`src/dcache_cfg.svh`:
```
`ifndef DCACHE_CFG_SVH
`define DCACHE_CFG_SVH

// cache geometry
`define DCACHE_SETS        8
`define DCACHE_WAYS        2
`define DCACHE_LINE_BYTES  64

// core and memory bus widths
`define DCACHE_ADDR_W      16
`define DCACHE_WORD_W      32
`define DCACHE_BEAT_BYTES  16

`endif

```
`src/dcache_pkg.sv`:
```
`include "dcache_cfg.svh"

package dcache_pkg;

    typedef logic [`DCACHE_ADDR_W-1:0] addr_t;
    typedef logic [`DCACHE_WORD_W-1:0] word_t;
    typedef logic [`DCACHE_BEAT_BYTES*8-1:0] beat_t;
    // memory addresses count whole beats
    typedef logic [`DCACHE_ADDR_W-$clog2(`DCACHE_BEAT_BYTES)-1:0] blk_addr_t;
    typedef logic [$clog2(`DCACHE_SETS)-1:0] set_t;
    typedef logic [`DCACHE_ADDR_W-$clog2(`DCACHE_LINE_BYTES)
                   -$clog2(`DCACHE_SETS)-1:0] tag_t;
    typedef logic [$clog2(`DCACHE_WAYS)-1:0] way_t;
    typedef logic [$clog2(`DCACHE_LINE_BYTES/`DCACHE_BEAT_BYTES)-1:0] beat_idx_t;

    // bit 2 set selects zero extension on loads
    typedef enum logic [2:0] {
        dt_byte   = 3'b000,
        dt_half   = 3'b001,
        dt_word   = 3'b010,
        dt_byte_u = 3'b100,
        dt_half_u = 3'b101
    } dtype_t;

    typedef enum logic [1:0] {
        cs_reset,
        cs_ready,
        cs_miss,
        cs_evict
    } cache_state_t;

    function automatic set_t addr_set(input addr_t a);
        return a[$clog2(`DCACHE_LINE_BYTES) +: $bits(set_t)];
    endfunction

    function automatic tag_t addr_tag(input addr_t a);
        return a[`DCACHE_ADDR_W-1 -: $bits(tag_t)];
    endfunction

endpackage

```
`src/dcache_load_align.sv`:
```
`timescale 1ns/1ps

module dcache_load_align (
    input  dcache_pkg::word_t  rd_word,
    input  logic [1:0]         rd_offset,
    input  dcache_pkg::dtype_t rd_dtype,
    output dcache_pkg::word_t  rsp_data
);
    import dcache_pkg::*;

    logic [7:0]  sel_byte;
    logic [15:0] sel_half;
    logic        signed_ld;

    assign sel_byte  = rd_word[rd_offset * 8 +: 8];
    // halves are aligned, so only offset bit 1 matters
    assign sel_half  = rd_word[rd_offset[1] * 16 +: 16];
    assign signed_ld = !rd_dtype[2];

    always_comb begin
        case (rd_dtype)
            dt_byte, dt_byte_u: rsp_data = {{24{signed_ld & sel_byte[7]}}, sel_byte};
            dt_half, dt_half_u: rsp_data = {{16{signed_ld & sel_half[15]}}, sel_half};
            default:            rsp_data = rd_word;
        endcase
    end

endmodule

```
`config.mk`:
```
export PLATFORM = sky130hd
export DESIGN_NAME = dcache_load_align
export DESIGN_NICKNAME = d
export VERILOG_FILES = /design/src/dcache_pkg.sv /design/src/dcache_load_align.sv
export VERILOG_INCLUDE_DIRS = /design/src /design/src/src
export SDC_FILE = /design/constraint.sdc
export NUM_CORES = 1
export LEC_CHECK = 0
export BUFFER_PORTS_ARGS = -buffer_cell sky130_fd_sc_hd__buf_2
export CORE_MARGIN = 10
export CORE_UTILIZATION = 40
export DETAILED_ROUTE_END_ITERATION = 8
export PLACE_DENSITY_LB_ADDON = 0.3
export SETUP_SLACK_MARGIN = 0.4
export SYNTH_ARGS = -nofsm -noshare
export SYNTH_HDL_FRONTEND = slang
export SYNTH_SLANG_ARGS = --single-unit
```
`constraint.sdc`:
```
create_clock -name vclk -period 1.8
set_clock_uncertainty 0.15 [all_clocks]
set_input_delay 0.27 -clock vclk [all_inputs]
set_output_delay 0.27 -clock vclk [all_outputs]
set_load 0.01 [all_outputs]
```
==> results.json, run 1 <==
{
  "final_max_slew_viol_count": 0,
  "max_freq_ghz": 0.528,
  "yosysMostFrequentCell": "nand2_1",
  "slowest_delay_ns": 0.49,
  "antenna_left": 0,
  "synth_fp_nets": 135,
  "die_y_um": 63.4,
  "synth_cells": 98,
  "critPathLaunchType": "input port",
  "synth_top_area_share": 0.146,
  "stdcell_area_um2": 1510,
  "syn_to_final_growth_pct": 100,
  "clock_buffers": 0,
  "grt_max_degree": 23,
  "hold_end": "rsp_data[26]",
  "worst_ep_required_time_ns": 1.38,
  "yosys.area.top_type": "a221o_1",
  "cpMaxStageDelayCell": "mux4_2",
  "min_path_cells": 4,
  "die_w_um": 63.4,
  "wire_per_inst_um": 21.1,
  "ys_types": 27,
  "core_area_um2": 1760,
  "finalSetupViolCount": 10,
  "grt_antenna_before_repair": 0,
  "min_from": "rd_word[26]",
  "layout_min_cycle_time_ns": 1.89,
  "failed_checks": "setup timing",
  "grt_pass1_wl_um": 6270,
  "gr-total-overflow": 0,
  "dp_hpwl_um": 3010,
  "use_met3": 0.0230,
  "gp_congestion": 0.778,
  "min_path_type": "input port to output port",
  "cp_top_family": "multiplexers",
  "die-area_um2": 4010,
  "maxCapViolCount": 0,
  "finalNonFillerCells": 202,
  "synth.area.top_cells": "a221o_1 15%, o21ai_2 12%, nand2_1 10%, a22o_1 9.3%, mux2i_1 8.0%",
  "first_global_vias": 1256,
  "drc": 0,
  "met2_usage": 0.366,
  "fillers": 113,
  "num_antenna_cells": 0,
  "power.leakage_nw": 0.737,
  "path_buf_inv": 2,
  "ys_seq_area_frac": 0,
  "netlist_top_cells_count": "21 x nand2_1, 11 x a221o_1, 10 x o21ai_2",
  "ctsHoldBuffers": 0,
  "worstPathCellList": "buf_8 -> mux4_2 -> nor3b_4 -> a221o_1 -> buf_2",
  "start_util": 0.426,
  "vias_per_cell": 6.17,
  "rsz0062_at_grt": "yes",
  "wl_um": 4260,
  "yosysWarnings": 0,
  "grt_usage": 0.181,
  "tightest_slew_ns": 0.429,
  "fin_nets": 216,
  "dpl_cell_area_um2": 1350,
  "io_buffers": 69,
  "path_max_fanout": 8,
  "seq_cells": 0,
  "seqCellArea_um2": 0,
  "syn-cell-area_um2": 752,
  "maxSlewHeadroom": 0.714,
  "worst_ep_arrival_time_ns": 1.47,
  "criticalPathCategory": "input port to output port",
  "drive_above_1_share": 0.701,
  "grt_util_met1": 0.203,
  "avgSynthCellArea_um2": 7.67,
  "dp_cells": 199,
  "vias": 1246,
  "powerDensity_nw_per_um2": 328,
  "num_rows": 15,
  "finalHoldViolations": 0,
  "endpoint_kind": "output port",
  "drtIter0Drc": 88,
  "top_usage_layer": "met2",
  "period_share": 1.05,
  "fin_ws_ns": -0.0949,
  "status": "complete, but fails checks",
  "ir_drop_mv": 0.249,
  "ios": 69,
  "firstDrtPassIters": 4
}
==> layer usage <==
layer  up-vias  part of all wire
li1        557                 -
met2        81              0.52
met1       602              0.38
met3         6             0.084
met4         0             0.017
met5         -                 0
==> kinds of logic after synthesis <==
kind of cell    share of synthesized area
mux                                 0.175
compound gates                      0.486
buf+inv                             0.110
simple gates                        0.230
==> worst max path at each step <==
stage | cells after the start | endpoint | from | slack (ns)
6_report | 5 | rsp_data[8] | rd_offset[1] | -0.09
3_5_place_dp | 6 | rsp_data[29] | rd_offset[1] | -0.12
4_1_cts | 5 | rsp_data[12] | rd_offset[1] | -0.09
3_3_place_gp | 6 | rsp_data[29] | rd_offset[1] | -0.09
5_1_grt | 5 | rsp_data[12] | rd_offset[1] | -0.13
2_1_floorplan | 3 | rsp_data[10] | rd_offset[1] | 0.17
==> power by group <==
group	internal, mW	total (mW)	switching, mW
clock	0	0	0
combinational	0.244	0.494	0.250
sequential	0	0	0
total	0.244	0.494	0.250
==> metrics by stage <==
stage	power, mW	setup TNS [ns]	util	worst slack [ns]	hold slack (ns)
floorplan	0.271	0	-	0.170	0.505
finish	0.494	-0.669	0.855	-0.0949	0.716
global placement	0.416	-1.75	0.764	-0.0886	0.708
global route	0.520	-1.18	0.855	-0.130	0.734
detailed placement	0.428	-2.70	0.764	-0.123	0.706
CTS	0.456	-0.621	0.815	-0.0943	0.707
==> final cells by class <==
type / count / area [um^2] / area share
multi-input cells: 87 / 880 / 0.583
repair buffers: 88 / 582 / 0.386
well taps: 25 / 31.3 / 0.0207
inverters: 2 / 15.0 / 0.00996
==> cell usage in the layout (no fill, tap or decap), types with 4 or more instances in the layout <==
cell / synthesis / routed
buf_6: 4 / 15
o221a_4: 0 / 4
nand2_1: 21 / 20
mux2_4: 1 / 5
buf_4: 0 / 15
o21ai_2: 10 / 6
a22o_1: 8 / 8
mux2i_1: 6 / 5
buf_2: 2 / 57
o21ai_4: 0 / 10
a221o_1: 11 / 11
==> what timing repair did <==
item                                    4_1_cts  5_1_grt
pin swaps                                     2        2
cloned                                        2        0
endpoints found under the setup margin       32       32
resized for setup                            16       12
buffers inserted                              1        0
Power figures use the tool's default switching activity.
==> run 2: changes to the inputs <==
- GPL_TIMING_DRIVEN: not set -> 0
- PLACE_DENSITY: not set -> 0.86
- PLACE_DENSITY_LB_ADDON: 0.3 -> not set
==> run 2 against run 1 <==
Compared with the run above: the flow still finishes with violations (setup timing); worst setup slack lost 0.052 ns; non-clock buffer count shrank 1; maximum frequency down 2.7%; global-route usage is 0.35 points lower; clock-buffer cell count stayed put; critical path type unchanged; via count rose by 0.24%; sequential share of layout area stayed put; total power rose by 4.3%.
==> results.json, run 2 (same netlist as run 1, synthesis figures left out) <==
{
  "first_global_vias": 1226,
  "multiInputGateArea_um2": 850,
  "critPathLaunchType": "input port",
  "dpl_cell_area_um2": 1320,
  "layout_min_cycle_time_ns": 1.95,
  "tightest_slew_ns": 0.541,
  "io_buffers": 69,
  "endpoint_kind": "output port",
  "final_common_cell": "buf_2",
  "num_rows": 15,
  "finalSetupViolCount": 29,
  "status": "complete, but fails checks",
  "wl_um": 4520,
  "worst_ep_required_time_ns": 1.38,
  "grt_max_degree": 11,
  "firstDrtPassIters": 4,
  "rsz0062_at_grt": "yes",
  "failed_checks": "setup timing",
  "finalHoldViolations": 0,
  "stdcell_area_um2": 1530,
  "syn_to_final_growth_pct": 104,
  "grt_antenna_before_repair": 1,
  "p_seq_frac": 0,
  "grt_usage": 0.178,
  "drc": 0,
  "fin_nets": 214,
  "core_area_um2": 1760,
  "p_switching_uw": 256,
  "drtIter0Drc": 63,
  "wire_per_inst_um": 22.5,
  "drt-met1-wl_um": 1660,
  "vias": 1249,
  "maxSlewHeadroom": 0.638,
  "vias_per_cell": 6.21,
  "ir_drop_mv": 0.254,
  "antenna_left": 0,
  "finalPower_uw": 515,
  "die_y_um": 63.4,
  "wl_met3_um": 373,
  "fillers": 107,
  "seqCellArea_um2": 0,
  "ios": 69,
  "worst_ep_arrival_time_ns": 1.53,
  "gr-total-overflow": 0,
  "criticalPathCategory": "input port to output port",
  "final_max_slew_viol_count": 0,
  "pwr-share-clk": 0,
  "seq_cells": 0,
  "finalNonFillerCells": 201,
  "clock_buffers": 0,
  "fin_ws_ns": -0.147,
  "min_from": "rd_word[28]",
  "internal-power_uw": 259,
  "min_path_type": "input port to output port",
  "drive_above_1_share": 0.680,
  "power_frac_comb": 1.000,
  "dp_hpwl_um": 2900,
  "max_freq_ghz": 0.514,
  "die_w_um": 63.4,
  "whs_ns": 0.718,
  "path_max_fanout": 8,
  "min_path_cells": 4,
  "p_sw_frac": 0.497,
  "gp_congestion": 0.842,
  "met2_length_um": 2240,
  "tns_ns": -1.62,
  "power.leakage_nw": 0.737,
  "maxCapViolCount": 0,
  "top_layer": "met4",
  "grt_pass1_wl_um": 5970,
  "powerDensity_nw_per_um2": 336,
  "layout_common_cells": "54 x buf_2, 20 x nand2_1, 17 x buf_6",
  "hold_end": "rsp_data[28]",
  "period_share": 1.08,
  "dp_cells": 192,
  "start_util": 0.426,
  "die-area_um2": 4010
}
==> run 2: cell types whose count changed in the layout (fill, tap and decap cells not counted), sizes merged <==
cell | before | now
buf | 88 | 84
clkbuf | 0 | 3
mux2 | 5 | 4
diode | 0 | 1
==> run 2: through the flow <==
step / worst slack [ns] / util
global route: -0.179 / 0.869
finish: -0.147 / 0.869
CTS: -0.0902 / 0.828
floorplan: 0.170 / -
global placement: -0.158 / 0.747
detailed placement: -0.155 / 0.747
==> run 2: cell type report <==
class / count / area share
multi-input combinational: 86 / 0.554
tap: 25 / 0.0204
inverter: 2 / 0.00980
timing repair buffer: 77 / 0.337
buffer: 10 / 0.0767
antenna: 1 / 0.00163
==> run 2: what timing repair did <==
action	CTS	global route
pin swaps	4	4
setup buffers	5	3
hold buffers	0	0
endpoints found under the setup margin	32	32
endpoints found under the hold margin	0	0
gates resized for setup	20	14
==> run 2: power groups by stage <==
stage	registers [mW]	logic, mW	clock network (mW)
3_3_place_gp	0	0.416	0
6_report	0	0.515	0.0000000743
5_1_grt	0	0.540	0.0000000743
2_1_floorplan	0	0.271	0
4_1_cts	0	0.473	0
3_5_place_dp	0	0.425	0
==> run 2: layer usage <==
metal | vias to the layer above | global-route usage
li1 | 551 | -
met1 | 590 | 0.185
met2 | 83 | 0.317
met3 | 25 | 0.0459
met4 | 0 | 0.0929
met5 | - | 0
==> run 2: worst max-delay path: stages <==
cell and delay (ns):
buf_8 0.09, mux4_2 0.52, nor3b_4 0.20, a221o_1 0.31
buf_6 0.14
==> run 2: worst max-delay path by stage <==
stage	slack, ns	endpoint	cells after the start	from
after detailed placement	-0.15	rsp_data[12]	5	rd_offset[1]
after floorplan	0.17	rsp_data[10]	3	rd_offset[1]
after global routing	-0.18	rsp_data[7]	5	rd_offset[0]
after global placement	-0.16	rsp_data[10]	5	rd_offset[1]
final	-0.15	rsp_data[10]	5	rd_offset[1]
after CTS	-0.09	rsp_data[12]	5	rd_offset[1]
