$ cat config.mk
export PLATFORM = sky130hd
export DESIGN_NAME = dcache_tag_store
export DESIGN_NICKNAME = d
export VERILOG_FILES = /design/src/dcache_pkg.sv /design/src/dcache_tag_store.sv
export VERILOG_INCLUDE_DIRS = /design/src /design/src/src
export SDC_FILE = /design/constraint.sdc
export NUM_CORES = 1
export LEC_CHECK = 0
export ABC_AREA = 1
export BUFFER_PORTS_ARGS = -buffer_cell sky130_fd_sc_hd__clkbuf_2
export CORE_ASPECT_RATIO = 1.1
export CORE_MARGIN = 4
export CORE_UTILIZATION = 60
export DETAILED_ROUTE_END_ITERATION = 12
export PLACE_DENSITY = 0.81
export SLEW_MARGIN = 10
export SYNTH_ARGS = -nofsm -noshare
export SYNTH_HDL_FRONTEND = slang
export SYNTH_SLANG_ARGS = --single-unit
$ cat constraint.sdc
create_clock -name clk -period 3.7 [get_ports clk]
set_input_delay 0.74 -clock clk [delete_from_list [all_inputs] [get_ports clk]]
set_output_delay 0.74 -clock clk [all_outputs]
set_load 0.01 [all_outputs]
$ cat src/dcache_cfg.svh
`ifndef DCACHE_CFG_SVH
`define DCACHE_CFG_SVH

// cache geometry
`define DCACHE_SETS        8
`define DCACHE_WAYS        2
`define DCACHE_LINE_BYTES  64

// core and memory bus widths
`define DCACHE_ADDR_W      16
`define DCACHE_WORD_W      32
`define DCACHE_BEAT_BYTES  16

`endif

$ cat src/dcache_pkg.sv
`include "dcache_cfg.svh"

package dcache_pkg;

    typedef logic [`DCACHE_ADDR_W-1:0] addr_t;
    typedef logic [`DCACHE_WORD_W-1:0] word_t;
    typedef logic [`DCACHE_BEAT_BYTES*8-1:0] beat_t;
    // memory addresses count whole beats
    typedef logic [`DCACHE_ADDR_W-$clog2(`DCACHE_BEAT_BYTES)-1:0] blk_addr_t;
    typedef logic [$clog2(`DCACHE_SETS)-1:0] set_t;
    typedef logic [`DCACHE_ADDR_W-$clog2(`DCACHE_LINE_BYTES)
                   -$clog2(`DCACHE_SETS)-1:0] tag_t;
    typedef logic [$clog2(`DCACHE_WAYS)-1:0] way_t;
    typedef logic [$clog2(`DCACHE_LINE_BYTES/`DCACHE_BEAT_BYTES)-1:0] beat_idx_t;

    // bit 2 set selects zero extension on loads
    typedef enum logic [2:0] {
        dt_byte   = 3'b000,
        dt_half   = 3'b001,
        dt_word   = 3'b010,
        dt_byte_u = 3'b100,
        dt_half_u = 3'b101
    } dtype_t;

    typedef enum logic [1:0] {
        cs_reset,
        cs_ready,
        cs_miss,
        cs_evict
    } cache_state_t;

    function automatic set_t addr_set(input addr_t a);
        return a[$clog2(`DCACHE_LINE_BYTES) +: $bits(set_t)];
    endfunction

    function automatic tag_t addr_tag(input addr_t a);
        return a[`DCACHE_ADDR_W-1 -: $bits(tag_t)];
    endfunction

endpackage

$ cat src/dcache_tag_store.sv
`timescale 1ns/1ps
`include "dcache_cfg.svh"

module dcache_tag_store (
    input  logic              clk,
    input  logic              rst,
    input  logic              lookup_en,
    input  dcache_pkg::addr_t req_addr,
    output logic              hit,
    output dcache_pkg::way_t  hit_way,
    output dcache_pkg::way_t  victim_way,
    output logic              victim_dirty,
    output dcache_pkg::tag_t  victim_tag,
    input  logic              touch_en,
    input  dcache_pkg::way_t  touch_way,
    input  dcache_pkg::addr_t touch_addr,
    input  logic              fill_last,
    input  dcache_pkg::way_t  fill_way,
    input  dcache_pkg::addr_t fill_addr,
    input  logic              store_en,
    input  dcache_pkg::way_t  store_way,
    input  dcache_pkg::addr_t store_addr
);
    import dcache_pkg::*;

    localparam int SETS = `DCACHE_SETS;
    localparam int WAYS = `DCACHE_WAYS;

    logic valid_q [SETS][WAYS];
    logic dirty_q [SETS][WAYS];
    tag_t tag_q   [SETS][WAYS];
    way_t lru_q   [SETS][WAYS];

    set_t lk_set;
    set_t tch_set;
    way_t lru_tch [WAYS];
    logic lk_hit;
    way_t lk_hit_way;
    way_t lk_victim;

    assign lk_set  = addr_set(req_addr);
    assign tch_set = addr_set(touch_addr);

    // counts of the touched set after this cycle's update
    always_comb begin
        for (int w = 0; w < WAYS; w++) begin
            if (way_t'(w) == touch_way) begin
                lru_tch[w] = '0;
            end else if (lru_q[tch_set][w] < lru_q[tch_set][touch_way]) begin
                lru_tch[w] = lru_q[tch_set][w] + 1'b1;
            end else begin
                lru_tch[w] = lru_q[tch_set][w];
            end
        end
    end

    // a hit touching the same set this cycle must steer the victim choice
    always_comb begin
        way_t cnt;
        lk_hit     = 1'b0;
        lk_hit_way = '0;
        lk_victim  = '0;
        for (int w = 0; w < WAYS; w++) begin
            cnt = (touch_en && tch_set == lk_set) ? lru_tch[w] : lru_q[lk_set][w];
            if (valid_q[lk_set][w] && tag_q[lk_set][w] == addr_tag(req_addr)) begin
                lk_hit     = 1'b1;
                lk_hit_way = way_t'(w);
            end
            if (cnt == way_t'(WAYS - 1)) begin
                lk_victim = way_t'(w);
            end
        end
    end

    always_ff @(posedge clk) begin
        if (rst) begin
            hit <= 1'b0;
        end else if (lookup_en) begin
            hit <= lk_hit;
        end
    end

    always_ff @(posedge clk) begin
        if (lookup_en) begin
            hit_way      <= lk_hit_way;
            victim_way   <= lk_victim;
            victim_dirty <= dirty_q[lk_set][lk_victim];
            victim_tag   <= tag_q[lk_set][lk_victim];
        end
        if (fill_last) begin
            tag_q[addr_set(fill_addr)][fill_way] <= addr_tag(fill_addr);
        end
    end

    always_ff @(posedge clk) begin
        if (rst) begin
            for (int s = 0; s < SETS; s++) begin
                for (int w = 0; w < WAYS; w++) begin
                    valid_q[s][w] <= 1'b0;
                    dirty_q[s][w] <= 1'b0;
                    lru_q[s][w]   <= way_t'(w);
                end
            end
        end else begin
            if (touch_en) begin
                for (int w = 0; w < WAYS; w++) begin
                    lru_q[tch_set][w] <= lru_tch[w];
                end
            end
            if (fill_last) begin
                valid_q[addr_set(fill_addr)][fill_way] <= 1'b1;
                dirty_q[addr_set(fill_addr)][fill_way] <= 1'b0;
            end
            if (store_en) begin
                dirty_q[addr_set(store_addr)][store_way] <= 1'b1;
            end
        end
    end

endmodule

==> reports/qor.log <==
qor: outcome.outcome complete, no violations
qor: sta.final_max_slew_viol_count 0
qor: sta.fmax 430.1 MHz
qor: global_route.first_global_vias 5,613
qor: power.power_leakage 3.762 nW
qor: finish.stdcell_count 1,071
qor: finish.finalNetCount 974
qor: logic_synthesis.yosys.area_share.xor_xnor 0
qor: setup_path.setup.worst_path.start_class input port
qor: sta.holdWs 0.4691 ns
qor: global_route.grt_util_all_layers 0.2583
qor: die.dieArea 0.01499 mm^2
qor: finish.post-route-util 0.6999
qor: power.clockPowerShare 0.442
qor: routing.detailroute.via_count 6,073
qor: logic_synthesis.mappedNetlistArea 0.007859 mm^2
qor: clocking.cts.reportedPaths.clkPinSlew 0.06 ns
qor: setup_path.critical_path.max_fanout 43
qor: logic_synthesis.yosys.area_share.simple 0.2563
qor: finish.footprint_of_the_multi_input_gates 0.002455 mm^2
qor: power.internal_power 3.515 mW
qor: clocking.cts-htree-levels 4
qor: power.seq_power_share 0.473
qor: global_route.grt_first_pass_wirelength 28,570 um
qor: setup_path.end_kind flop
qor: routing.post_drt_via_cell_ratio 5.670
qor: sta.layout_worst_path_cycle_share 0.6283
qor: worst_hold_path.timing.hold.worst.class flop to flop
qor: global_route.grt_max_degree 92
qor: sta.fin_crit 2.325 ns
qor: logic_synthesis.number_of_standard_cells_after_synthesis 854
qor: setup_path.worst_path_largest_cell_delay 0.46 ns
qor: sta.worst_slew_pin_slew 1.097 ns
qor: clocking.cts.repair_timing.setup_buffer_count 0
qor: die.start_util 0.6189
qor: logic_synthesis.average_size_of_a_mapped_cell 9.202 um^2
qor: routing.wl_per_cell 17.25 um
qor: power.power.combinational.fraction 0.084
qor: run.cap_violations 0
qor: finish.layout-drive-gt1-share 0.1302
qor: setup_path.worst_path_max_delay_cell sky130_fd_sc_hd__buf_4
qor: clocking.cts_tree yes
qor: global_route.grt_overflow_total 0
qor: logic_synthesis.largest_family_of_logic_cells_by_synthesized_area simple AND/OR/NAND/NOR gates
qor: power.switching_power 1.015 mW
qor: routing.drt-initial-drc-count 789
qor: logic_synthesis.synthesis.yosys.warnings 0
qor: die.core.rowCount 43
qor: finish.fillers 901
qor: setup_path.arrival 2.49 ns
qor: setup_path.critical_path.n_buffers_inverters 2
qor: routing.first_drt_pass_iteration_count 6
qor: sta.fin_setup_tns 0 ns
qor: sta.grt_setup_unrepaired false
qor: sta.setup_viol_count_final 0
qor: routing.routed_wl 18,480 um
qor: clocking.clk_root_buffer_cell sky130_fd_sc_hd__clkbuf_16
qor: clocking.post_cts_hold_buffer_count 0
qor: die.boundaryPins 84
qor: setup_path.worstSetupPathType input port to flop
qor: place.dp_hpwl 11,460 um
qor: clocking.clock_buffer_depth 2
qor: logic_synthesis.synth.area.mux_share 0
qor: clocking.clock_sink_count 171
qor: logic_synthesis.synth-adder-area-share 0
qor: power.worst_ir_drop_vdd 0.3157 mV
qor: clocking.cts-resized-gates 0
qor: sta.finClkSkew 0.007418 ns
qor: setup_path.cp_common_cell sky130_fd_sc_hd__nand2_4
qor: setup_path.crit_path_required_time 3.87 ns
qor: clocking.cts-buffers-inserted 17
qor: logic_synthesis.synth.lib_cells_used.distinct 34
qor: place.port_buffers 45
qor: logic_synthesis.syn_nets 927
qor: sta.hold_viol_final 0
qor: routing.drt.antenna.violating_nets 0
qor: clocking.clk_latency 0.43 ns
qor: routing.drc 0
qor: power.total_power_density_per_cell_area 509.6 mW/mm^2
qor: setup_path.timing.critical_path.max_delay_family compound AO/OA/AOI/OAI gates
qor: logic_synthesis.synth_compound_gate_area_share 0.05604
qor: power.switching_portion_of_total_power 0.2240
qor: die.die_y 128.0 um
qor: global_route.antenna_found_initial 0
qor: place.finalWeightedCongestion 0.8900
qor: logic_synthesis.count_of_state_elements_after_synthesis 171
qor: finish.layout-area-overhead-vs-synth 13.09%
qor: place.pre_cts_ws 0.9604 ns
qor: sta.max-slew-margin-rel 0.2659
qor: finish.n_antenna_cell 0
qor: finish.sequential_area 0.004795 mm^2
qor: setup_path.crit_path_cell_trace clkbuf_2, buf_4, o22ai_1, a21oi_1, nand2_4, o211ai_4, nand2_4, nand2_1, o21ai_2
qor: place.place_inst 1,039
qor: logic_synthesis.synth_sequential_area_ratio 0.6101
qor: die.coreArea 0.01270 mm^2
qor: die.fp.dieW 117.1 um
qor: sta.finalWorstSetupSlack 1.375 ns
## worst paths after layout
kind                        startpoint                     end  slack (ns)  cells after the start
max reg2reg  lru_q[1][0]$_SDFFCE_PN1P_  victim_dirty$_DFFE_PP_        1.94                      8
min reg2reg      valid_q[1][0]$_DFF_P_   valid_q[1][0]$_DFF_P_        0.47                      1
min              valid_q[1][0]$_DFF_P_   valid_q[1][0]$_DFF_P_        0.47                      1
max                        req_addr[7]  victim_dirty$_DFFE_PP_        1.38                      9
## sequential cells by signal, summed over array words and instances (netlist names)
name / flops
victim_tag: 7
hit_way: 1
victim_dirty: 1
lru_q: 16
valid_q: 16
hit: 1
tag_q: 112
dirty_q: 16
victim_way: 1
## cell families after synthesis
group / Yosys count
simple gates: 472
flops: 171
buf+inv: 143
compound gates: 68
## through the flow
step / total power [mW] / cell area, um^2
final: 4.529 / 8887
after global routing: 4.672 / 8887
after floorplan: 2.434 / 7859
after global placement: 2.548 / 8217
after CTS: 4.537 / 8887
after detailed placement: 2.559 / 8217
## layout make-up
cell class,instances,share of cell area
Sequential cell,171,0.5395
Multi-Input combinational cell,540,0.2762
Clock buffer,18,0.04829
Inverter,110,0.04646
Timing Repair Buffer,61,0.04026
Clock inverter,14,0.02717
Tap cell,157,0.02210
## synth_stat cells, drive strengths merged
master,instances,area share
o21ai,35,0.024
o211ai,3,0.0046
a211oi,1,0.0016
a221oi,1,0.0033
o22ai,18,0.014
clkinv,1,0.00048
nand4,5,0.0059
clkbuf,8,0.0038
nor2,117,0.056
a21oi,6,0.0038
nand3,103,0.069
nand2,235,0.11
edfxtp,137,0.52
nand3b,1,0.00096
nor3,10,0.0089
inv,109,0.052
and2,1,0.00080
buf,25,0.021
dfxtp,34,0.087
o32ai,2,0.0022
o21a,2,0.0019
## worst reg2reg max path, cell delays in order, from the launching register on
cell and delay, ns:
sky130_fd_sc_hd__edfxtp_1 0.36, sky130_fd_sc_hd__inv_1 0.09, sky130_fd_sc_hd__a21oi_1 0.06, sky130_fd_sc_hd__o21ai_0 0.09, sky130_fd_sc_hd__o21ai_0 0.19, sky130_fd_sc_hd__o211ai_4 0.31
sky130_fd_sc_hd__nand2_4 0.20, sky130_fd_sc_hd__nand2_1 0.12, sky130_fd_sc_hd__o21ai_2 0.08
## cell usage in the layout (no fill, tap or decap), types with 2 or more instances in the layout
cell and count:
sky130_fd_sc_hd__edfxtp_1 137, sky130_fd_sc_hd__nand2_4 2, sky130_fd_sc_hd__nor3_1 6, sky130_fd_sc_hd__o21ai_2 4, sky130_fd_sc_hd__buf_4 15, sky130_fd_sc_hd__nor2_1 117
sky130_fd_sc_hd__clkinv_2 2, sky130_fd_sc_hd__inv_2 6, sky130_fd_sc_hd__o22ai_1 18, sky130_fd_sc_hd__bufinv_16 6, sky130_fd_sc_hd__dfxtp_1 34, sky130_fd_sc_hd__clkbuf_16 17
sky130_fd_sc_hd__o32ai_1 2, sky130_fd_sc_hd__o211ai_1 2, sky130_fd_sc_hd__nand4_1 4, sky130_fd_sc_hd__nand3_1 97, sky130_fd_sc_hd__nor3_2 4, sky130_fd_sc_hd__nand2_1 232
sky130_fd_sc_hd__a21oi_1 6, sky130_fd_sc_hd__inv_1 103, sky130_fd_sc_hd__o21ai_0 27, sky130_fd_sc_hd__inv_6 4, sky130_fd_sc_hd__clkbuf_2 45, sky130_fd_sc_hd__nand3_2 6
sky130_fd_sc_hd__o21ai_1 4, sky130_fd_sc_hd__o21a_1 2
## layer usage
metal	track usage	part of all wire	vias up
met3	0.04910	0.089	45
met4	0.1127	0.032	0
met2	0.4098	0.47	334
li1	-	-	2896
met1	0.3475	0.40	2798
met5	0	0	-
## power groups by stage
stage               Combinational, mW  Sequential [mW]  Clock [mW]
CTS                             0.379             2.14        2.01
floorplan                       0.247             2.19           0
detailed placement              0.375             2.18           0
finish                          0.383             2.14        2.00
global route                    0.423             2.15        2.10
global placement                0.366             2.18           0
Power figures use the tool's default switching activity.
