[src/dcache_cfg.svh]
`ifndef DCACHE_CFG_SVH
`define DCACHE_CFG_SVH

// cache geometry
`define DCACHE_SETS        8
`define DCACHE_WAYS        2
`define DCACHE_LINE_BYTES  64

// core and memory bus widths
`define DCACHE_ADDR_W      16
`define DCACHE_WORD_W      32
`define DCACHE_BEAT_BYTES  16

`endif

[src/dcache_pkg.sv]
`include "dcache_cfg.svh"

package dcache_pkg;

    typedef logic [`DCACHE_ADDR_W-1:0] addr_t;
    typedef logic [`DCACHE_WORD_W-1:0] word_t;
    typedef logic [`DCACHE_BEAT_BYTES*8-1:0] beat_t;
    // memory addresses count whole beats
    typedef logic [`DCACHE_ADDR_W-$clog2(`DCACHE_BEAT_BYTES)-1:0] blk_addr_t;
    typedef logic [$clog2(`DCACHE_SETS)-1:0] set_t;
    typedef logic [`DCACHE_ADDR_W-$clog2(`DCACHE_LINE_BYTES)
                   -$clog2(`DCACHE_SETS)-1:0] tag_t;
    typedef logic [$clog2(`DCACHE_WAYS)-1:0] way_t;
    typedef logic [$clog2(`DCACHE_LINE_BYTES/`DCACHE_BEAT_BYTES)-1:0] beat_idx_t;

    // bit 2 set selects zero extension on loads
    typedef enum logic [2:0] {
        dt_byte   = 3'b000,
        dt_half   = 3'b001,
        dt_word   = 3'b010,
        dt_byte_u = 3'b100,
        dt_half_u = 3'b101
    } dtype_t;

    typedef enum logic [1:0] {
        cs_reset,
        cs_ready,
        cs_miss,
        cs_evict
    } cache_state_t;

    function automatic set_t addr_set(input addr_t a);
        return a[$clog2(`DCACHE_LINE_BYTES) +: $bits(set_t)];
    endfunction

    function automatic tag_t addr_tag(input addr_t a);
        return a[`DCACHE_ADDR_W-1 -: $bits(tag_t)];
    endfunction

endpackage

[src/dcache_ctrl.sv]
`timescale 1ns/1ps

module dcache_ctrl (
    input  logic                  clk,
    input  logic                  rst,
    input  logic                  req_valid,
    input  logic                  req_write,
    input  dcache_pkg::addr_t     req_addr,
    input  dcache_pkg::dtype_t    req_dtype,
    input  dcache_pkg::word_t     req_wdata,
    output logic                  req_ready,
    output logic                  rsp_valid,
    input  logic                  hit,
    input  dcache_pkg::way_t      hit_way,
    input  dcache_pkg::way_t      victim_way,
    input  logic                  victim_dirty,
    input  dcache_pkg::tag_t      victim_tag,
    output logic                  lookup_en,
    output logic                  touch_en,
    output dcache_pkg::way_t      touch_way,
    output dcache_pkg::addr_t     touch_addr,
    output logic                  fill_en,
    output dcache_pkg::beat_idx_t fill_beat,
    output logic                  fill_last,
    output dcache_pkg::way_t      fill_way,
    output dcache_pkg::addr_t     fill_addr,
    output logic                  store_en,
    output dcache_pkg::way_t      store_way,
    output dcache_pkg::addr_t     store_addr,
    output dcache_pkg::dtype_t    store_dtype,
    output dcache_pkg::word_t     store_wdata,
    output dcache_pkg::way_t      rd_way,
    output dcache_pkg::addr_t     rd_addr,
    output dcache_pkg::dtype_t    rd_dtype,
    output dcache_pkg::beat_idx_t wb_beat,
    output logic                  mem_rd_valid,
    output dcache_pkg::blk_addr_t mem_rd_addr,
    output logic                  mem_wr_valid,
    output dcache_pkg::blk_addr_t mem_wr_addr,
    input  logic                  mem_rsp_valid
);
    import dcache_pkg::*;

    cache_state_t state;
    cache_state_t state_nx;

    // request in its lookup cycle
    logic      rq_valid;
    logic      rq_write;
    addr_t     rq_addr;
    dtype_t    rq_dtype;
    word_t     rq_wdata;

    // request parked on a miss, its way is the victim way
    logic      pd_write;
    addr_t     pd_addr;
    dtype_t    pd_dtype;
    word_t     pd_wdata;
    way_t      pd_way;
    logic      pd_done;

    beat_idx_t rd_cnt;
    beat_idx_t rsp_cnt;
    beat_idx_t wb_cnt;
    logic      rd_sent;
    logic      accept;
    logic      miss;
    logic      hit_acc;
    logic      sel_pd;
    way_t      sel_way;
    addr_t     sel_addr;
    dtype_t    sel_dtype;

    assign miss      = rq_valid && !hit;
    assign hit_acc   = rq_valid && hit;
    assign req_ready = (state == cs_ready) && !miss && !pd_done;
    assign accept    = req_valid && req_ready;
    assign lookup_en = accept;
    assign rsp_valid = (hit_acc && !rq_write) || (pd_done && !pd_write);

    always_ff @(posedge clk) begin
        if (rst) begin
            rq_valid <= 1'b0;
        end else begin
            rq_valid <= accept;
        end
    end

    always_ff @(posedge clk) begin
        if (accept) begin
            rq_write <= req_write;
            rq_addr  <= req_addr;
            rq_dtype <= req_dtype;
            rq_wdata <= req_wdata;
        end
        if (state == cs_ready && miss) begin
            pd_write <= rq_write;
            pd_addr  <= rq_addr;
            pd_dtype <= rq_dtype;
            pd_wdata <= rq_wdata;
            pd_way   <= victim_way;
        end
    end

    always_comb begin
        state_nx = state;
        case (state)
            cs_reset: state_nx = cs_ready;
            cs_ready: begin
                if (miss) begin
                    state_nx = victim_dirty ? cs_evict : cs_miss;
                end
            end
            cs_evict: begin
                if (wb_cnt == '1) begin
                    state_nx = cs_miss;
                end
            end
            cs_miss: begin
                if (fill_last) begin
                    state_nx = cs_ready;
                end
            end
        endcase
    end

    always_ff @(posedge clk) begin
        if (rst) begin
            state   <= cs_reset;
            pd_done <= 1'b0;
            rd_cnt  <= '0;
            rsp_cnt <= '0;
            wb_cnt  <= '0;
            rd_sent <= 1'b0;
        end else begin
            state   <= state_nx;
            // pending request is served in the first ready cycle
            pd_done <= fill_last;
            if (mem_wr_valid) begin
                wb_cnt <= wb_cnt + 1'b1;
            end
            if (mem_rd_valid) begin
                rd_cnt <= rd_cnt + 1'b1;
                if (rd_cnt == '1) begin
                    rd_sent <= 1'b1;
                end
            end
            if (fill_en) begin
                rsp_cnt <= rsp_cnt + 1'b1;
            end
            if (fill_last) begin
                rd_sent <= 1'b0;
            end
        end
    end

    // memory side, line beats go out from beat 0 upward
    assign mem_wr_valid = (state == cs_evict);
    assign mem_wr_addr  = {victim_tag, addr_set(pd_addr), wb_cnt};
    assign wb_beat      = wb_cnt;
    assign mem_rd_valid = (state == cs_miss) && !rd_sent;
    assign mem_rd_addr  = {addr_tag(pd_addr), addr_set(pd_addr), rd_cnt};

    assign fill_en   = (state == cs_miss) && mem_rsp_valid;
    assign fill_beat = rsp_cnt;
    assign fill_last = fill_en && (rsp_cnt == '1);
    assign fill_way  = pd_way;
    assign fill_addr = pd_addr;

    // outside plain ready operation the stores work on the pending request
    assign sel_pd    = (state != cs_ready) || pd_done;
    assign sel_way   = sel_pd ? pd_way : hit_way;
    assign sel_addr  = sel_pd ? pd_addr : rq_addr;
    assign sel_dtype = sel_pd ? pd_dtype : rq_dtype;

    assign touch_en    = hit_acc || pd_done;
    assign touch_way   = sel_way;
    assign touch_addr  = sel_addr;
    assign store_en    = (hit_acc && rq_write) || (pd_done && pd_write);
    assign store_way   = sel_way;
    assign store_addr  = sel_addr;
    assign store_dtype = sel_dtype;
    assign store_wdata = sel_pd ? pd_wdata : rq_wdata;
    assign rd_way      = sel_way;
    assign rd_addr     = sel_addr;
    assign rd_dtype    = sel_dtype;

endmodule

[config.mk]
export PLATFORM = sky130hd
export DESIGN_NAME = dcache_ctrl
export DESIGN_NICKNAME = d
export VERILOG_FILES = /design/src/dcache_pkg.sv /design/src/dcache_ctrl.sv
export VERILOG_INCLUDE_DIRS = /design/src /design/src/src
export SDC_FILE = /design/constraint.sdc
export NUM_CORES = 1
export LEC_CHECK = 0
export BUFFER_PORTS_ARGS = -buffer_cell sky130_fd_sc_hd__buf_2
export CAP_MARGIN = 20
export CORE_MARGIN = 2
export CORE_UTILIZATION = 43
export DETAILED_ROUTE_END_ITERATION = 7
export GPL_TIMING_DRIVEN = 0
export PLACE_DENSITY = 0.77
export SYNTH_ARGS = -nofsm -noshare
export SYNTH_HDL_FRONTEND = slang
export SYNTH_SLANG_ARGS = --single-unit
[constraint.sdc]
create_clock -name clk -period 5.3 [get_ports clk]
set_input_delay 1.06 -clock clk [delete_from_list [all_inputs] [get_ports clk]]
set_output_delay 1.06 -clock clk [all_outputs]
set_load 0.02 [all_outputs]
==> reports/metrics.csv <==
stage;metric;value;unit
power;switching share of power;20.4;%
placed_design;Final Wtd Congestion;0.753;
global_route;GR Overflow Total;0;
sta;Period minus WS final;3.18;ns
critical_path;CP Max Fanout;10;
clock_tree;Post-CTS Setup Inserts;0;
placed_design;IO Port Bufs;202;
clock_tree;clk slew on worst S/H paths;0.05;ns
finish;Synth-to-Final Area Change;39.0;%
die;Chip Height;112;µm
critical_path;delay of the slowest critical-path stage;0.46;ns
synth;number of library cell types mapped by synthesis;32;
power;Comb pwr share;10.2;%
synth;area leader, netlist;edfxtp_1;
synth;top_reg_cell synth;edfxtp_1;
sta;Final Hold Viols;0;
finish;n_diodes;0;
clock_tree;post-CTS sizing;0;
synth;top cells by area, synth;edfxtp_1 63%, mux2_4 15%, buf_4 9.0%;
sta;final setup margin;2.12;ns
power;Pwr Density;368;nW/µm²
die;core area;11400;µm²
route;DRT Pass-1 Iters;4;
placed_design;worst slack, placed;2.13;ns
critical_path;CP arrival;2.12;ns
clock_tree;# hold bufs at CTS;0;
synth;register area share after synthesis;67.4;%
die;# IOs;210;
critical_path;worst-path cell with the longest stage delay;dfxtp_1;
global_route;vias in the first global route;3051;
clock_tree;TritonCTS Buffers;17;
placed_design;dpl hpwl;7120;µm
die;Core Rows;39;
global_route;pin count of the biggest net entering global routing;39;
sta;FMAX;0.315;GHz
power;internal power;2040;µW
route;drt drc;0;
sta;Slew HR;71.7;%
sta;final setup TNS;0;ns
synth;Post-synth top cells;105 x edfxtp_1, 60 x buf_4, 49 x mux2_4;
sta;# setup viols final;0;
route;DRC marker count from the first detailed-route iteration;101;
sta;Worst Max-Slew Pin Slew;0.424;ns
synth;Netlist Area Pre-Place;5000;µm²
synth;Cells after Synth;280;
synth;register bit total from synthesis;116;
clock_tree;clk_lat worst skew;0.40;ns
critical_path;Worst EP required;4.24;ns
power;Max IR drop VDD;0.205;mV
die;initial core utilization;44.0;%
die;die area;12500;µm²
global_route;initial antenna violation count;0;
critical_path;crit end category;output port;
power;Seq pwr share;40.6;%
sta;RSZ-0062 raised after global routing;false;
synth;number of synthesized flops with an enable pin;105;
sta;worst clock skew;0.00814;ns
route;via count;3028;
global_route;first-pass GRT wire length;15500;µm
clock_tree;Sink Count;116;
die;Die X;112;µm
route;Vias/cell;4.58;
clock_tree;H-tree lvl count;4;
critical_path;WS Path Type;reg -> out;
critical_path;Critical path buffers and inverters;4;
finish;share of post-route cells with drive strength above 1;69.1;%
synth;top-count cell post-synth;edfxtp_1;
critical_path;CP startpoint kind;register;
global_route;GRT Util Overall;16.0;%
finish;Nets;575;
clock_tree;CTS Root Cell;clkbuf_16;
power;clock power share;49.2;%
run_status;status;finished clean;
route;Avg WL per Cell;14.7;µm
clock_tree;CTS tree;yes;
critical_path;worst path cell trace;nor3b_2, buf_6, buf_12, mux2_4, buf_4, buf_2;
critical_path;CP top delay family;buffers and inverters;
worst_hold_path;min-delay worst type;reg -> reg;
synth;Yosys warning count;0;
synth;Synth top area share;63.0;%
power;Leakage;0.00315;µW
sta;final worst-path cycle share;59.9;%
flow_run;maxcap violations;0;
sta;Hold Slack;0.446;ns
route;Detailed Route WL;9710;µm
power;Net Sw Power;521;µW
synth;Avg Inst Size Synth;17.9;µm²
synth;ys async rst share;0;%
sta;pins over their slew limit;0;
clock_tree;Max Root-Sink Buffers;2;
synth;Syn Nets;350;
route;Detail Route Antenna Nets;0;
[power groups by stage]
| stage | combinational, µW | clock, µW | sequential [µW] |
|---|---|---|---|
| 4_1_cts | 263 | 1280 | 1040 |
| 3_5_place_dp | 263 | 0 | 1060 |
| 2_1_floorplan | 178 | 0 | 1060 |
| 3_3_place_gp | 254 | 0 | 1060 |
| 5_1_grt | 276 | 1330 | 1040 |
| 6_report | 260 | 1260 | 1040 |
[cell type report]
type / instances / area, µm²
Buffer: 67 / 566
Clock buffer: 24 / 492
Clock inverter: 8 / 170
Fill cell: 871 / 4410
Inverter: 5 / 18.8
Multi-Input combinational cell: 92 / 1060
Sequential cell: 116 / 3370
Tap cell: 143 / 179
Timing Repair Buffer: 206 / 1100
[flip-flops by register name (all words and copies together), names as in the netlist]
name / count
fill_addr: 16
fill_beat: 2
fill_way: 1
pd_done: 1
pd_dtype: 3
pd_wdata: 32
pd_write: 1
rd_cnt: 2
rd_sent: 1
rq_addr: 16
rq_dtype: 3
rq_valid: 1
rq_wdata: 32
rq_write: 1
state: 2
wb_beat: 2
[worst reg2reg max path: stages (launching register included)]
cell and delay, ns:
dfxtp_1 0.46, nor3b_2 0.23, buf_6 0.23, and3_2 0.47
buf_12 0.29
[cell families (layout without fill, tap and decap cells)]
kind of cell / count (synthesis) / after routing / share of synthesized area, %
muxes: 53 / 53 / 15.6
xor gates and xnor gates: 3 / 3 / 0.525
buffers and inverters: 72 / 310 / 11.7
and+or+nand+nor: 25 / 25 / 2.93
adders and majority gates: 3 / 3 / 0.750
DFF: 116 / 116 / 67.4
AOI/OAI and AO/OA: 8 / 8 / 1.15
[stage by stage]
stage | power [µW] | cells | instance area, µm² | util [%]
4_1_cts | 2590 | 661 | 6960 | 61.2
2_1_floorplan | 1230 | 280 | 5010 | -
6_report | 2560 | 661 | 6960 | 61.2
3_5_place_dp | 1320 | 629 | 6300 | 55.4
3_3_place_gp | 1310 | 625 | 6200 | 54.5
5_1_grt | 2650 | 661 | 6960 | 61.2
[final timing paths]
kind / startpoint / to / slack (ns) / cells after the start
max: state[0] / touch_addr[5] / 2.12 / 6
min: rq_addr[13] / fill_addr[13] / 0.45 / 0
max reg2reg: state[0] / rq_wdata[18] / 3.28 / 4
min reg2reg: rq_addr[13] / fill_addr[13] / 0.45 / 0
[metal layers]
metal / up-vias / part of all wire, % / global-route usage, %
li1: 1426 / - / -
met1: 1440 / 40 / 18.8
met2: 146 / 50 / 26.8
met3: 16 / 8.1 / 5.93
met4: 0 / 1.3 / 6.17
met5: - / 0 / 0
[cells in the final DEF, fill, tap and decap left out, types with 2 or more instances in the layout]
cell,count
clkinvlp_4,2
mux2_2,3
edfxtp_1,105
nand3_1,2
clkbuf_8,4
nand3b_1,2
buf_16,2
mux2_4,49
nor2_1,5
a21oi_1,3
bufinv_16,5
clkbuf_16,17
ha_1,3
buf_4,60
buf_2,202
inv_1,5
xor2_1,2
nor3b_2,2
buf_12,6
nand2_1,5
clkbuf_1,4
dfxtp_1,11
No activity file was read; power rests on OpenSTA's default activity.
